File: config.mk
export PLATFORM = sky130hd
export DESIGN_NAME = rv_decode_unit
export DESIGN_NICKNAME = d
export VERILOG_FILES = /design/src/hw/rv_dec_pkg.sv /design/src/hw/rv_instr_latch.sv /design/src/hw/rv_decode_lane.sv /design/src/hw/rv_result_bank.sv /design/src/hw/rv_decode_unit.sv
export VERILOG_INCLUDE_DIRS = /design/src /design/src/hw
export SDC_FILE = /design/constraint.sdc
export NUM_CORES = 1
export LEC_CHECK = 0
export BUFFER_PORTS_ARGS = -buffer_cell sky130_fd_sc_hd__buf_4
export CAP_MARGIN = 15
export CORE_MARGIN = 2
export CORE_UTILIZATION = 55
export CTS_BUF_LIST = sky130_fd_sc_hd__clkbuf_2 sky130_fd_sc_hd__clkbuf_4 sky130_fd_sc_hd__clkbuf_8
export DETAILED_ROUTE_END_ITERATION = 8
export GPL_TIMING_DRIVEN = 1
export PLACE_DENSITY = 0.69
export SETUP_SLACK_MARGIN = 0.5
export SLEW_MARGIN = 10
export SYNTH_ARGS = -nofsm -noshare
export SYNTH_HDL_FRONTEND = slang
export SYNTH_HIERARCHICAL = 1
export SYNTH_SLANG_ARGS = --single-unit
File: constraint.sdc
create_clock -name clk_i -period 4.4 [get_ports clk_i]
set_clock_uncertainty 0.1 [all_clocks]
set_input_delay 0.88 -clock clk_i [delete_from_list [all_inputs] [get_ports clk_i]]
set_output_delay 0.88 -clock clk_i [all_outputs]
set_load 0.02 [all_outputs]
File: src/hw/rv_dec_config.svh
/*
  Build-time constants of the decode unit.
  The read map needs 2*RV_DEC_LANES + 1 word addresses, so with a 4-bit
  address at most 7 lanes fit below the status word.
*/

`ifndef RV_DEC_CONFIG_SVH
`define RV_DEC_CONFIG_SVH

// number of decode lanes
`define RV_DEC_LANES 4

// Wishbone word address and data widths
`define RV_DEC_ADR_W 4
`define RV_DEC_DAT_W 32

// read address of the status word
`define RV_DEC_STATUS_ADR 15

`endif

File: src/hw/rv_dec_pkg.sv
/*
  Types shared by the decoder and its testbench.
  Only the RV32I base set is covered, so operation codes stop at 40.
  The operation order below fixes the codes read back over the bus.
*/

package rv_dec_pkg;

  // one instruction word, seen through three format layouts
  typedef union packed {
    struct packed {
      logic [6:0] funct7;
      logic [4:0] rs2;
      logic [4:0] rs1;
      logic [2:0] funct3;
      logic [4:0] rd;
      logic [6:0] opcode;
    } r;
    struct packed {
      logic [6:0] imm_hi;
      logic [4:0] rs2;
      logic [4:0] rs1;
      logic [2:0] funct3;
      logic [4:0] imm_lo;
      logic [6:0] opcode;
    } s;
    struct packed {
      logic [19:0] imm;
      logic [4:0]  rd;
      logic [6:0]  opcode;
    } u;
  } rv_instr_u;

  typedef enum logic [5:0] {
    OP_ILLEGAL = 6'd0,
    OP_LUI = 6'd1,
    OP_AUIPC,
    OP_JAL,
    OP_JALR,
    OP_BEQ, OP_BNE, OP_BLT, OP_BGE, OP_BLTU, OP_BGEU,
    OP_LB, OP_LH, OP_LW, OP_LBU, OP_LHU,
    OP_SB, OP_SH, OP_SW,
    OP_ADDI, OP_SLTI, OP_SLTIU, OP_XORI, OP_ORI, OP_ANDI,
    OP_SLLI, OP_SRLI, OP_SRAI,
    OP_ADD, OP_SUB, OP_SLL, OP_SLT, OP_SLTU,
    OP_XOR, OP_SRL, OP_SRA, OP_OR, OP_AND,
    OP_FENCE,
    OP_ECALL,
    OP_EBREAK
  } rv_op_e;

  // immediate layout selected per operation
  typedef enum logic [3:0] {
    IMM_NONE = 4'd0,
    IMM_I    = 4'd1,
    IMM_S    = 4'd2,
    IMM_B    = 4'd3,
    IMM_U    = 4'd4,
    IMM_J    = 4'd5,
    IMM_SH   = 4'd6
  } rv_imm_fmt_e;

endpackage

File: src/hw/rv_instr_latch.sv
/*
  Write side of the Wishbone classic slave.
  Every write is acknowledged one cycle after it is seen; only addresses
  below RV_DEC_LANES store a word and pulse the matching load bit.
  Reads are left to the result bank.
*/

`timescale 1ns/1ps

`include "rv_dec_config.svh"

module rv_instr_latch
  import rv_dec_pkg::*;
(
  input  logic                       clk_i,
  input  logic                       rst_n_i,
  input  logic                       wb_cyc_i,
  input  logic                       wb_stb_i,
  input  logic                       wb_we_i,
  input  logic [`RV_DEC_ADR_W-1:0]   wb_adr_i,
  input  logic [`RV_DEC_DAT_W-1:0]   wb_dat_i,
  output logic                       wb_ack_o,
  output rv_instr_u                  instr_o [`RV_DEC_LANES],
  output logic [`RV_DEC_LANES-1:0]   load_o
);

  localparam int LANES = `RV_DEC_LANES;
  localparam int ADR_W = `RV_DEC_ADR_W;

  logic             ack_q;
  logic             wr_req;
  logic [LANES-1:0] lane_sel;

  // the ack cycle does not count as a new request
  assign wr_req = wb_cyc_i & wb_stb_i & wb_we_i & ~ack_q;

  always_comb begin
    for (int k = 0; k < LANES; k++) begin
      lane_sel[k] = wr_req && (wb_adr_i == ADR_W'(k));
    end
  end

  always_ff @(posedge clk_i) begin
    if (!rst_n_i) begin
      ack_q  <= 1'b0;
      load_o <= '0;
    end else begin
      ack_q  <= wr_req;
      load_o <= lane_sel;
    end
  end

  // lane slots
  always_ff @(posedge clk_i) begin
    for (int k = 0; k < LANES; k++) begin
      if (lane_sel[k]) begin
        instr_o[k] <= wb_dat_i;
      end
    end
  end

  assign wb_ack_o = ack_q;

  assert property (@(posedge clk_i) disable iff (!rst_n_i)
    $rose(wb_ack_o) |-> wb_cyc_i);

  assert property (@(posedge clk_i) disable iff (!rst_n_i)
    $onehot0(load_o));

endmodule

File: src/hw/rv_decode_lane.sv
/*
  Single-stage RV32I decoder for one lane.
  The result registers load on load_i and done_o follows one cycle later.
  Words outside the 40 base operations decode as illegal with all
  fields and the immediate forced to zero.
*/

`timescale 1ns/1ps

`include "rv_dec_config.svh"

module rv_decode_lane
  import rv_dec_pkg::*;
(
  input  logic                     clk_i,
  input  logic                     rst_n_i,
  input  logic                     load_i,
  input  rv_instr_u                instr_i,
  output logic [`RV_DEC_DAT_W-1:0] ctrl_o,
  output logic [`RV_DEC_DAT_W-1:0] imm_o,
  output logic                     done_o
);

  ////////////////////////////////////////////////////////////////////////////
  // pattern table
  ////////////////////////////////////////////////////////////////////////////

  localparam int NUM_OPS = 40;

  // {rd used, rs1 used, rs2 used, immediate format}
  localparam logic [6:0] A_N  = {3'b000, IMM_NONE};
  localparam logic [6:0] A_R  = {3'b111, IMM_NONE};
  localparam logic [6:0] A_I  = {3'b110, IMM_I};
  localparam logic [6:0] A_SH = {3'b110, IMM_SH};
  localparam logic [6:0] A_S  = {3'b011, IMM_S};
  localparam logic [6:0] A_B  = {3'b011, IMM_B};
  localparam logic [6:0] A_U  = {3'b100, IMM_U};
  localparam logic [6:0] A_J  = {3'b100, IMM_J};

  // {attributes, mask, match}, one entry per operation code
  localparam logic [70:0] PAT [1:NUM_OPS] = '{
    {A_U,  32'h0000007F, 32'h00000037}, {A_U,  32'h0000007F, 32'h00000017},
    {A_J,  32'h0000007F, 32'h0000006F}, {A_I,  32'h0000707F, 32'h00000067},
    {A_B,  32'h0000707F, 32'h00000063}, {A_B,  32'h0000707F, 32'h00001063},
    {A_B,  32'h0000707F, 32'h00004063}, {A_B,  32'h0000707F, 32'h00005063},
    {A_B,  32'h0000707F, 32'h00006063}, {A_B,  32'h0000707F, 32'h00007063},
    {A_I,  32'h0000707F, 32'h00000003}, {A_I,  32'h0000707F, 32'h00001003},
    {A_I,  32'h0000707F, 32'h00002003}, {A_I,  32'h0000707F, 32'h00004003},
    {A_I,  32'h0000707F, 32'h00005003}, {A_S,  32'h0000707F, 32'h00000023},
    {A_S,  32'h0000707F, 32'h00001023}, {A_S,  32'h0000707F, 32'h00002023},
    {A_I,  32'h0000707F, 32'h00000013}, {A_I,  32'h0000707F, 32'h00002013},
    {A_I,  32'h0000707F, 32'h00003013}, {A_I,  32'h0000707F, 32'h00004013},
    {A_I,  32'h0000707F, 32'h00006013}, {A_I,  32'h0000707F, 32'h00007013},
    {A_SH, 32'hFE00707F, 32'h00001013}, {A_SH, 32'hFE00707F, 32'h00005013},
    {A_SH, 32'hFE00707F, 32'h40005013}, {A_R,  32'hFE00707F, 32'h00000033},
    {A_R,  32'hFE00707F, 32'h40000033}, {A_R,  32'hFE00707F, 32'h00001033},
    {A_R,  32'hFE00707F, 32'h00002033}, {A_R,  32'hFE00707F, 32'h00003033},
    {A_R,  32'hFE00707F, 32'h00004033}, {A_R,  32'hFE00707F, 32'h00005033},
    {A_R,  32'hFE00707F, 32'h40005033}, {A_R,  32'hFE00707F, 32'h00006033},
    {A_R,  32'hFE00707F, 32'h00007033}, {A_N,  32'h0000707F, 32'h0000000F},
    {A_N,  32'hFFFFFFFF, 32'h00000073}, {A_N,  32'hFFFFFFFF, 32'h00100073}
  };

  rv_op_e      op;
  logic [6:0]  attr;
  rv_imm_fmt_e fmt;
  logic [4:0]  rd_f;
  logic [4:0]  rs1_f;
  logic [4:0]  rs2_f;
  logic [31:0] i_imm;
  logic [31:0] s_imm;
  logic [31:0] b_imm;
  logic [31:0] u_imm;
  logic [31:0] j_imm;
  logic [31:0] sh_imm;
  logic [31:0] imm_d;
  logic [31:0] ctrl_d;

  // patterns never overlap, at most one entry hits
  always_comb begin
    op   = OP_ILLEGAL;
    attr = '0;
    for (int i = 1; i <= NUM_OPS; i++) begin
      if ((instr_i & PAT[i][63:32]) == PAT[i][31:0]) begin
        op   = rv_op_e'(6'(i));
        attr = PAT[i][70:64];
      end
    end
  end

  ////////////////////////////////////////////////////////////////////////////
  // fields and immediates
  ////////////////////////////////////////////////////////////////////////////

  assign fmt   = rv_imm_fmt_e'(attr[3:0]);
  assign rd_f  = attr[6] ? instr_i.r.rd : 5'd0;
  assign rs1_f = attr[5] ? instr_i.r.rs1 : 5'd0;
  assign rs2_f = attr[4] ? instr_i.r.rs2 : 5'd0;

  assign i_imm  = {{20{instr_i.r.funct7[6]}}, instr_i.r.funct7, instr_i.r.rs2};
  assign s_imm  = {{20{instr_i.s.imm_hi[6]}}, instr_i.s.imm_hi, instr_i.s.imm_lo};
  assign b_imm  = {{19{instr_i.s.imm_hi[6]}}, instr_i.s.imm_hi[6], instr_i.s.imm_lo[0],
                   instr_i.s.imm_hi[5:0], instr_i.s.imm_lo[4:1], 1'b0};
  assign u_imm  = {instr_i.u.imm, 12'd0};
  // J bits sit scrambled inside the upper 20
  assign j_imm  = {{12{instr_i.u.imm[19]}}, instr_i.u.imm[7:0], instr_i.u.imm[8],
                   instr_i.u.imm[18:9], 1'b0};
  assign sh_imm = {27'd0, instr_i.r.rs2};

  always_comb begin
    case (fmt)
      IMM_I:   imm_d = i_imm;
      IMM_S:   imm_d = s_imm;
      IMM_B:   imm_d = b_imm;
      IMM_U:   imm_d = u_imm;
      IMM_J:   imm_d = j_imm;
      IMM_SH:  imm_d = sh_imm;
      default: imm_d = '0;
    endcase
  end

  assign ctrl_d = {(op == OP_ILLEGAL), 3'b000, fmt, attr[4], attr[5], attr[6],
                   rs2_f, rs1_f, rd_f, op};

  always_ff @(posedge clk_i) begin
    if (load_i) begin
      ctrl_o <= ctrl_d;
      imm_o  <= imm_d;
    end
  end

  always_ff @(posedge clk_i) begin
    if (!rst_n_i) begin
      done_o <= 1'b0;
    end else begin
      done_o <= load_i;
    end
  end

  // an unmatched word leaves nothing but the illegal bit behind
  assert property (@(posedge clk_i) disable iff (!rst_n_i)
    load_i && (op == OP_ILLEGAL) |=> done_o && (ctrl_o == 32'h8000_0000) && (imm_o == '0));

endmodule

File: src/hw/rv_result_bank.sv
/*
  Read side of the Wishbone classic slave.
  Holds the last result of every lane plus one status bit per lane.
  Read data is registered with the ack, so a status bit set on the same
  edge shows up only on the next read.
*/

`timescale 1ns/1ps

`include "rv_dec_config.svh"

module rv_result_bank (
  input  logic                     clk_i,
  input  logic                     rst_n_i,
  input  logic                     wb_cyc_i,
  input  logic                     wb_stb_i,
  input  logic                     wb_we_i,
  input  logic [`RV_DEC_ADR_W-1:0] wb_adr_i,
  input  logic [`RV_DEC_LANES-1:0] load_i,
  input  logic [`RV_DEC_LANES-1:0] done_i,
  input  logic [`RV_DEC_DAT_W-1:0] lane_ctrl_i [`RV_DEC_LANES],
  input  logic [`RV_DEC_DAT_W-1:0] lane_imm_i [`RV_DEC_LANES],
  output logic                     wb_ack_o,
  output logic [`RV_DEC_DAT_W-1:0] wb_dat_o
);

  localparam int LANES = `RV_DEC_LANES;
  localparam int ADR_W = `RV_DEC_ADR_W;
  localparam int DAT_W = `RV_DEC_DAT_W;

  logic [DAT_W-1:0] ctrl_q [LANES];
  logic [DAT_W-1:0] imm_q [LANES];
  logic [LANES-1:0] status_q;
  logic             ack_q;
  logic             rd_req;
  logic [DAT_W-1:0] rd_data;

  always_ff @(posedge clk_i) begin
    if (!rst_n_i) begin
      status_q <= '0;
      for (int k = 0; k < LANES; k++) begin
        ctrl_q[k] <= '0;
        imm_q[k]  <= '0;
      end
    end else begin
      for (int k = 0; k < LANES; k++) begin
        if (done_i[k]) begin
          ctrl_q[k] <= lane_ctrl_i[k];
          imm_q[k]  <= lane_imm_i[k];
        end
        // a fresh write wins over an older result
        if (load_i[k]) begin
          status_q[k] <= 1'b0;
        end else if (done_i[k]) begin
          status_q[k] <= 1'b1;
        end
      end
    end
  end

  // address decode
  always_comb begin
    rd_data = '0;
    for (int k = 0; k < LANES; k++) begin
      if (wb_adr_i == ADR_W'(2 * k)) begin
        rd_data = ctrl_q[k];
      end
      if (wb_adr_i == ADR_W'(2 * k + 1)) begin
        rd_data = imm_q[k];
      end
    end
    if (wb_adr_i == ADR_W'(`RV_DEC_STATUS_ADR)) begin
      rd_data = {{(DAT_W - LANES){1'b0}}, status_q};
    end
  end

  assign rd_req = wb_cyc_i & wb_stb_i & ~wb_we_i & ~ack_q;

  always_ff @(posedge clk_i) begin
    if (!rst_n_i) begin
      ack_q <= 1'b0;
    end else begin
      ack_q <= rd_req;
    end
  end

  always_ff @(posedge clk_i) begin
    if (rd_req) begin
      wb_dat_o <= rd_data;
    end
  end

  assign wb_ack_o = ack_q;

  assert property (@(posedge clk_i) disable iff (!rst_n_i)
    wb_ack_o |=> !wb_ack_o);

endmodule

File: src/hw/rv_decode_unit.sv
/*
  Four-lane RV32I decoder behind a Wishbone classic slave.
  No err or retry; the master must hold cyc and stb until ack.
  Results are readable two cycles after the write's ack.
*/

`timescale 1ns/1ps

`include "rv_dec_config.svh"

module rv_decode_unit
  import rv_dec_pkg::*;
(
  input  logic                     clk_i,
  input  logic                     rst_n_i,
  input  logic                     wb_cyc_i,
  input  logic                     wb_stb_i,
  input  logic                     wb_we_i,
  input  logic [`RV_DEC_ADR_W-1:0] wb_adr_i,
  input  logic [`RV_DEC_DAT_W-1:0] wb_dat_i,
  output logic [`RV_DEC_DAT_W-1:0] wb_dat_o,
  output logic                     wb_ack_o
);

  rv_instr_u                 instr [`RV_DEC_LANES];
  logic [`RV_DEC_LANES-1:0]  load;
  logic [`RV_DEC_LANES-1:0]  done;
  logic [`RV_DEC_DAT_W-1:0]  lane_ctrl [`RV_DEC_LANES];
  logic [`RV_DEC_DAT_W-1:0]  lane_imm [`RV_DEC_LANES];
  logic                      wr_ack;
  logic                      rd_ack;

  rv_instr_latch u_latch (
    .clk_i    (clk_i),
    .rst_n_i  (rst_n_i),
    .wb_cyc_i (wb_cyc_i),
    .wb_stb_i (wb_stb_i),
    .wb_we_i  (wb_we_i),
    .wb_adr_i (wb_adr_i),
    .wb_dat_i (wb_dat_i),
    .wb_ack_o (wr_ack),
    .instr_o  (instr),
    .load_o   (load)
  );

  for (genvar k = 0; k < `RV_DEC_LANES; k++) begin : g_lane
    rv_decode_lane u_lane (
      .clk_i   (clk_i),
      .rst_n_i (rst_n_i),
      .load_i  (load[k]),
      .instr_i (instr[k]),
      .ctrl_o  (lane_ctrl[k]),
      .imm_o   (lane_imm[k]),
      .done_o  (done[k])
    );
  end

  rv_result_bank u_bank (
    .clk_i       (clk_i),
    .rst_n_i     (rst_n_i),
    .wb_cyc_i    (wb_cyc_i),
    .wb_stb_i    (wb_stb_i),
    .wb_we_i     (wb_we_i),
    .wb_adr_i    (wb_adr_i),
    .load_i      (load),
    .done_i      (done),
    .lane_ctrl_i (lane_ctrl),
    .lane_imm_i  (lane_imm),
    .wb_ack_o    (rd_ack),
    .wb_dat_o    (wb_dat_o)
  );

  // writes and reads never ack together
  assign wb_ack_o = wr_ack | rd_ack;

endmodule

### After elaboration in Yosys (flattened, before gate mapping)

Memory sizes are Yosys's and may differ from the RTL's.
Cells that the tools add are included.
W data, S select, Z words.

| operators by class | value |
|---|---|
| divide/modulo/power cells | 0 |
| reductions and logical operators | 13 |
| add/subtract/negate cells | 0 |
| $lt $le $gt $ge | 0 |
| muxes and demuxes | 354 |
| shifts and indexed selects | 0 |
| multiply operators | 0 |
| bitwise logic cells | 18 |
| equality and inequality tests | 192 |

Operators by type and width:

| operator | number |
|---|---|
| $mux W7 | 160 |
| $mux W6 | 156 |
| $pmux W32 S6 | 4 |
| $mux W32 | 12 |
| $eq A10 B10 Y1 const B | 36 |
| $eq A17 B10 Y1 const B | 20 |
| $eq A17 B16 Y1 const B | 12 |
| $eq A10 B9 Y1 const B | 16 |
| $eq A17 B8 Y1 const B | 8 |
| $eq A17 B9 Y1 const B | 8 |
| $eq A32 B21 Y1 const B | 4 |
| $eq A32 B7 Y1 const B | 4 |
| $eq A10 B8 Y1 const B | 12 |
| $mux W29 | 4 |
| $eq A10 B7 Y1 const B | 8 |
| $eq A17 B6 Y1 const B | 4 |
| $eq A4 B3 Y1 const B | 16 |
| $eq A10 B2 Y1 const B | 4 |
| $eq A10 B4 Y1 const B | 4 |
| $eq A10 B5 Y1 const B | 4 |
| $eq A10 B6 Y1 const B | 4 |
| $eq A4 B2 Y1 const B | 10 |
| $eq A7 B5 Y1 const B | 4 |
| $eq A7 B6 Y1 const B | 4 |
| 12 further kinds | 59 |

| storage, ports and cells | value |
|---|---|
| output and inout bits | 33 |
| memories | 2 |
| register bits | 418 |
| RAM bits | 244 |
| logic and storage cells | 616 |
| bits in latches | 0 |
| bits of input ports | 41 |
| ROM bits | 0 |

Memories:

| name | depth | width | rd ports | clocked after Yosys merged registers in | write ports | RTL line | source |
|---|---|---|---|---|---|---|---|
| u_bank.imm_q | 4 | 32 | 4 | 0 | 4 | rv_result_bank.sv:32 | `logic [DAT_W-1:0] imm_q [LANES];` |
| u_bank.ctrl_q | 4 | 29 | 4 | 0 | 4 | rv_result_bank.sv:31 | `logic [DAT_W-1:0] ctrl_q [LANES];` |

### Longest topological paths before layout

| logic depth | value |
|---|---|
| depth after elaboration | 43 |
| depth in mapped cells | 9 |

### Cells and area by module

The synthesis kept the hierarchy.

By module, submodules not included:

| module | area each (sq um) | times used | seq. area each (sq um) | cells each |
|---|---|---|---|---|
| rv_result_bank | 13501.7 | 1 | 8748.4 | 1026 |
| rv_decode_lane at g_lane[1].u_lane ... | 3305.7 | 3 | 1821.7 | 306 |
| rv_instr_latch | 4033.9 | 1 | 3943.8 | 148 |
| rv_decode_lane at g_lane[0].u_lane | 3467.1 | 1 | 1821.7 | 314 |
| rv_decode_unit | 6.3 | 1 | 0.0 | 1 |

### Worst setup path after synthesis

No wires, ideal clock.

| path | value |
|---|---|
| path type | input-to-reg |
| start point | input wb_we_i |
| end point | register u_bank.wb_dat_o[0], enable pin |
| data arrival time | 3.191 ns |
| cell stages on the path | 1 |
| library setup time | 0.463 ns |
| slack | 0.646 ns |
| path buffers | 0 |
| required time | 3.837 ns |
| cells stage by stage | nor3_1 |

| on the way | value |
|---|---|
| cells in the longest elaborated chain, start to end | 3 |

RTL lines:

| element | RTL line | source |
|---|---|---|
| start: declaration | rv_decode_unit.sv:18 | `input logic wb_we_i,` |
| $not A1 Y1 | rv_result_bank.sv:77 | `assign rd_req = wb_cyc_i & wb_stb_i & ~wb_we_i & ~ack_q;` |
| $and A1 B1 Y1 (2 in series) | rv_result_bank.sv:77 |  |
| end signal: assignment | rv_result_bank.sv:89 | `wb_dat_o <= rd_data;` |
| end: declaration | rv_result_bank.sv:24 | `` output logic [`RV_DEC_DAT_W-1:0] wb_dat_o `` |

No other way between the ends.
A chain may end at the register's enable or synchronous reset.

### Worst setup path after layout

| path | value |
|---|---|
| start point | register u_latch/instr_o[110] in the netlist's numbering |
| end point | register g_lane[0].u_lane.ctrl_o[31] (data pin) |

| on the way | value |
|---|---|
| cells in the longest elaborated chain, start to end | 39 |
| elaborated cells on any way between the ends | 75 |

RTL lines:

| element | RTL line | source |
|---|---|---|
| start: declaration | rv_instr_latch.sv:23 | `` output rv_instr_u instr_o [`RV_DEC_LANES], `` |
| start signal: indexed assignment | rv_instr_latch.sv:57 | `instr_o[k] <= wb_dat_i;` |
| $eq A10 B7 Y1 | rv_decode_lane.sv:84 | `if ((instr_i & PAT[i][63:32]) == PAT[i][31:0]) begin` |
| $mux W6 (36 in series) | rv_decode_lane.sv:84 |  |
| $mux W6 * | rv_decode_lane.sv:84 |  |
| $logic_not A6 Y1 * | rv_decode_lane.sv:122 | `assign ctrl_d = {(op == OP_ILLEGAL), 3'b000, fmt, attr[4], attr[5], attr[6],` |
| net g_lane[0].u_lane.ctrl_d[31] | rv_decode_lane.sv:77 | `logic [31:0] ctrl_d;` |
| end signal: assignment | rv_decode_lane.sv:127 | `ctrl_o <= ctrl_d;` |
| end: declaration | rv_decode_lane.sv:19 | `` output logic [`RV_DEC_DAT_W-1:0] ctrl_o, `` |

The timed path passes the listed nets; every way through them passes the cells marked *.

==> insert_results.sql <==
INSERT INTO impl_metrics (metric_group, metric, value, unit) VALUES
('detailed_routing', 'vias_per_instance', '6.40', ''),
('min_path', 'worstHoldPathType', 'in -> reg', ''),
('detailed_routing', 'wl_per_cell', '28.7', 'microns'),
('detailed_routing', 'detail_route.wirelength', '94300', 'microns'),
('clock_tree', 'cts_repair_resize_count', '0', ''),
('place', 'placed_cells_incl_taps', '3086', ''),
('detailed_routing', 'ant_nets', '0', ''),
('sta', 'timing.fmax', '0.311', 'GHz'),
('yosys', 'yosysUniqueCellTypes', '98', ''),
('floorplan', 'chipWidth', '241', 'microns'),
('sta', 'grt_setup_unrepaired', 'no', ''),
('pwr', 'comb_power_share', '4.0', '%'),
('critical_path', 'setup.reg_to_reg.worst_slack', '1.18', 'ns'),
('critical_path', 'criticalPathCategory', 'reg -> reg', ''),
('yosys', 'ys_dominant_reg_cell', 'edfxtp_1', ''),
('floorplan', 'ios', '74', ''),
('yosys', 'synth_area', '30900', 'sq um'),
('pwr', 'vdd_ir_drop_max', '0.320', 'mV'),
('yosys', 'netlist_instances', '2407', ''),
('critical_path', 'critical-path-max-stage-delay', '1.03', 'ns'),
('critical_path', 'path_max_fanout', '27', ''),
('layout', 'sequential_cell_area', '20000', 'sq um'),
('global_route', 'number_of_global_route_vias_before_repair', '19873', ''),
('clock_tree', 'numCtsBuffers', '105', ''),
('layout', 'areaGrowthSynthToFinish', '9.59', '%'),
('critical_path', 'worst-r2r-cell-count', '6', ''),
('global_route', 'gr-total-overflow', '0', ''),
('job', 'max_cap_viol_count', '0', ''),
('critical_path', 'buffering_stage_count_on_the_worst_path_with_inverters_included', '1', ''),
('layout', 'num-nets-final', '2486', ''),
('clock_tree', 'clock_tree_from_tritoncts', 'done', ''),
('layout', 'fillers', '4449', ''),
('pwr', 'power.internal', '10.1', 'mW'),
('global_route', 'use_met2', '47.4', '%'),
('sta', 'finalMaxSlewViolations', '0', ''),
('yosys', 'edff_count_synth', '656', ''),
('global_route', 'globalRouteMet1Util', '49.3', '%'),
('sta', 'setup_ws', '1.18', 'ns'),
('pwr', 'total_leakage_power', '13.7', 'nW'),
('critical_path', 'reg2reg_to', 'g_lane[0].u_lane/ctrl_o[31]$_DFFE_PP_', ''),
('clock_tree', 'postCtsSetupRepairBufs', '0', ''),
('floorplan', 'die_area', '58100', 'sq um'),
('clock_tree', 'max-clock-path-buffers', '3', ''),
('pwr', 'p_clk_share', '40.8', '%'),
('pwr', 'power_switching', '2.92', 'mW'),
('critical_path', 'crit_family', 'flip-flops', ''),
('detailed_routing', 'drt_pass1_iterations', '6', ''),
('global_route', 'grt_first_pass_wirelength', '136000', 'microns'),
('place', 'dp_hpwl', '66300', 'microns'),
('detailed_routing', 'first_iter_violations', '2839', ''),
('pwr', 'pwr-share-seq', '55.1', '%'),
('outcome', 'outcome', 'finished, final reports clean', ''),
('detailed_routing', 'route.detailed.drc', '0', ''),
('clock_tree', 'ctsRootBufferMaster', 'clkbuf_8', ''),
('sta', 'timing_hold_violations_final', '0', ''),
('sta', 'max_slew.worst_pin.slew', '1.17', 'ns'),
('clock_tree', 'clkSlewWorstSetupHoldPaths', '0.06', 'ns'),
('sta', 'min_clock_period_post_route', '3.22', 'ns'),
('yosys', 'ys_ff_latch', '670', ''),
('critical_path', 'r2r-start', 'u_latch/instr_o[110]$_DFFE_PP_', ''),
('yosys', 'ys.warnings.count', '6', ''),
('yosys', 'synthesis.area_per_instance', '12.8', 'sq um'),
('min_path', 'holdCritStartpoint', 'wb_dat_i[30]', ''),
('global_route', 'grt_busiest_layer', 'met1', ''),
('layout', 'stdcell_count', '3284', ''),
('place', 'portBuffers', '73', ''),
('clock_tree', 'clkSinkCount', '670', ''),
('layout', 'multi_input_area', '9740', 'sq um'),
('critical_path', 'cp_data_arrival_time', '3.60', 'ns'),
('global_route', 'antenna_found_initial', '5', ''),
('sta', 'period_share', '73.1', '%');
flip-flops by register name, indices dropped and copies added (netlist names), 32 cells and up:
| name | flops |
|---|---|
| g_lane.u_lane/ctrl_o | 112 |
| u_bank/wb_dat_o | 32 |
| u_bank/imm_q | 128 |
| u_bank/ctrl_q | 128 |
| g_lane.u_lane/imm_o | 128 |
| u_latch/instr_o | 128 |
cell usage in the layout, fill, tap and decap left out, types with 21 or more instances in the layout:
master and count:
o21ai_0 66, nor4_1 27, and2_1 32, nor2_1 111, o22ai_1 28, buf_4 111, clkbuf_8 109, clkinv_1 25
nand2b_1 39, a21oi_1 113, nor3_1 32, and3_1 272, inv_1 56, a211oi_1 36, nand3_1 39, o2bb2ai_1 24
edfxtp_1 656, nor2b_1 70, o21bai_1 21, nand2_1 155, mux2i_1 36, a21o_1 54, clkbuf_4 38
how the worst max path moves through the flow:
stage                                        start                                         to  slack, ns  cells past startpoint
detailed placement                     wb_adr_i[0]          u_bank/wb_dat_o[31]$_SDFFCE_PP0P_       1.06                      5
floorplan                                  wb_we_i               u_bank/wb_dat_o[0]$_DFFE_PP_       0.65                      1
global route        u_latch/instr_o[110]$_DFFE_PP_  g_lane[0].u_lane/ctrl_o[16]$_SDFFCE_PN0P_       1.15                      5
CTS                 u_latch/instr_o[110]$_DFFE_PP_  g_lane[0].u_lane/ctrl_o[16]$_SDFFCE_PN0P_       1.31                      5
finish              u_latch/instr_o[110]$_DFFE_PP_      g_lane[0].u_lane/ctrl_o[31]$_DFFE_PP_       1.18                      6
global placement                       wb_adr_i[1]          u_bank/wb_dat_o[31]$_SDFFCE_PP0P_       1.02                      5
Yosys cell counts, drive strengths merged (40+ instances only):
| master | count | area share [%] |
|---|---|---|
| a211oi | 42 | 1.1 |
| inv | 57 | 0.69 |
| nand3 | 40 | 0.66 |
| nand2 | 156 | 1.9 |
| nor2 | 118 | 1.5 |
| a21oi | 114 | 1.9 |
| nand2b | 43 | 0.87 |
| nor2b | 75 | 1.6 |
| a21o | 54 | 1.3 |
| and3 | 272 | 5.5 |
| o21ai | 75 | 1.3 |
| buf | 109 | 2.5 |
| clkbuf | 86 | 1.0 |
| edfxtp | 656 | 64 |
routing by layer:
| metal | routed length, microns | vias to the layer above |
|---|---|---|
| met5 | 9 | - |
| met4 | 3050 | 2 |
| met3 | 9800 | 147 |
| met2 | 41500 | 1170 |
| met1 | 40000 | 10437 |
| li1 | - | 9270 |
kinds of logic after synthesis:
kind of cell	synth area share, %
XOR/XNOR	0.255
multiplexers	1.98
AND/OR/NAND/NOR	17.4
adder cells (fa/ha/maj)	0.194
AO/OA/AOI/OAI	11.3
buffers and inverters	4.19
flip-flops	64.6
other	0.0485
power groups by stage:
stage	Sequential, mW	Clock [mW]	Combinational, mW
after floorplan	7.25	0	0.304
after global placement	7.28	0	0.514
after detailed placement	7.28	0	0.520
after CTS	7.15	5.36	0.520
after global routing	7.15	5.64	0.551
final	7.15	5.30	0.523
final cells by class:
class | instances | area share, %
Antenna cell | 2 | 0.0148
Multi-Input combinational cell | 1497 | 28.7
Tap cell | 748 | 2.76
Timing Repair Buffer | 114 | 2.61
Clock buffer | 147 | 5.27
Clock inverter | 49 | 1.02
Inverter | 57 | 0.631
Sequential cell | 670 | 59.0
through the flow:
| stage | util, % | power [mW] | instance area [sq um] | hold WS (ns) |
|---|---|---|---|---|
| global placement | 57.4 | 7.80 | 31800 | 0.390 |
| floorplan | - | 7.55 | 31000 | 0.374 |
| finish | 61.3 | 13.0 | 33900 | 0.333 |
| detailed placement | 57.4 | 7.80 | 31800 | 0.395 |
| CTS | 61.3 | 13.0 | 33900 | 0.297 |
| global route | 61.3 | 13.3 | 33900 | 0.311 |
No activity file was read; power rests on OpenSTA's default activity.
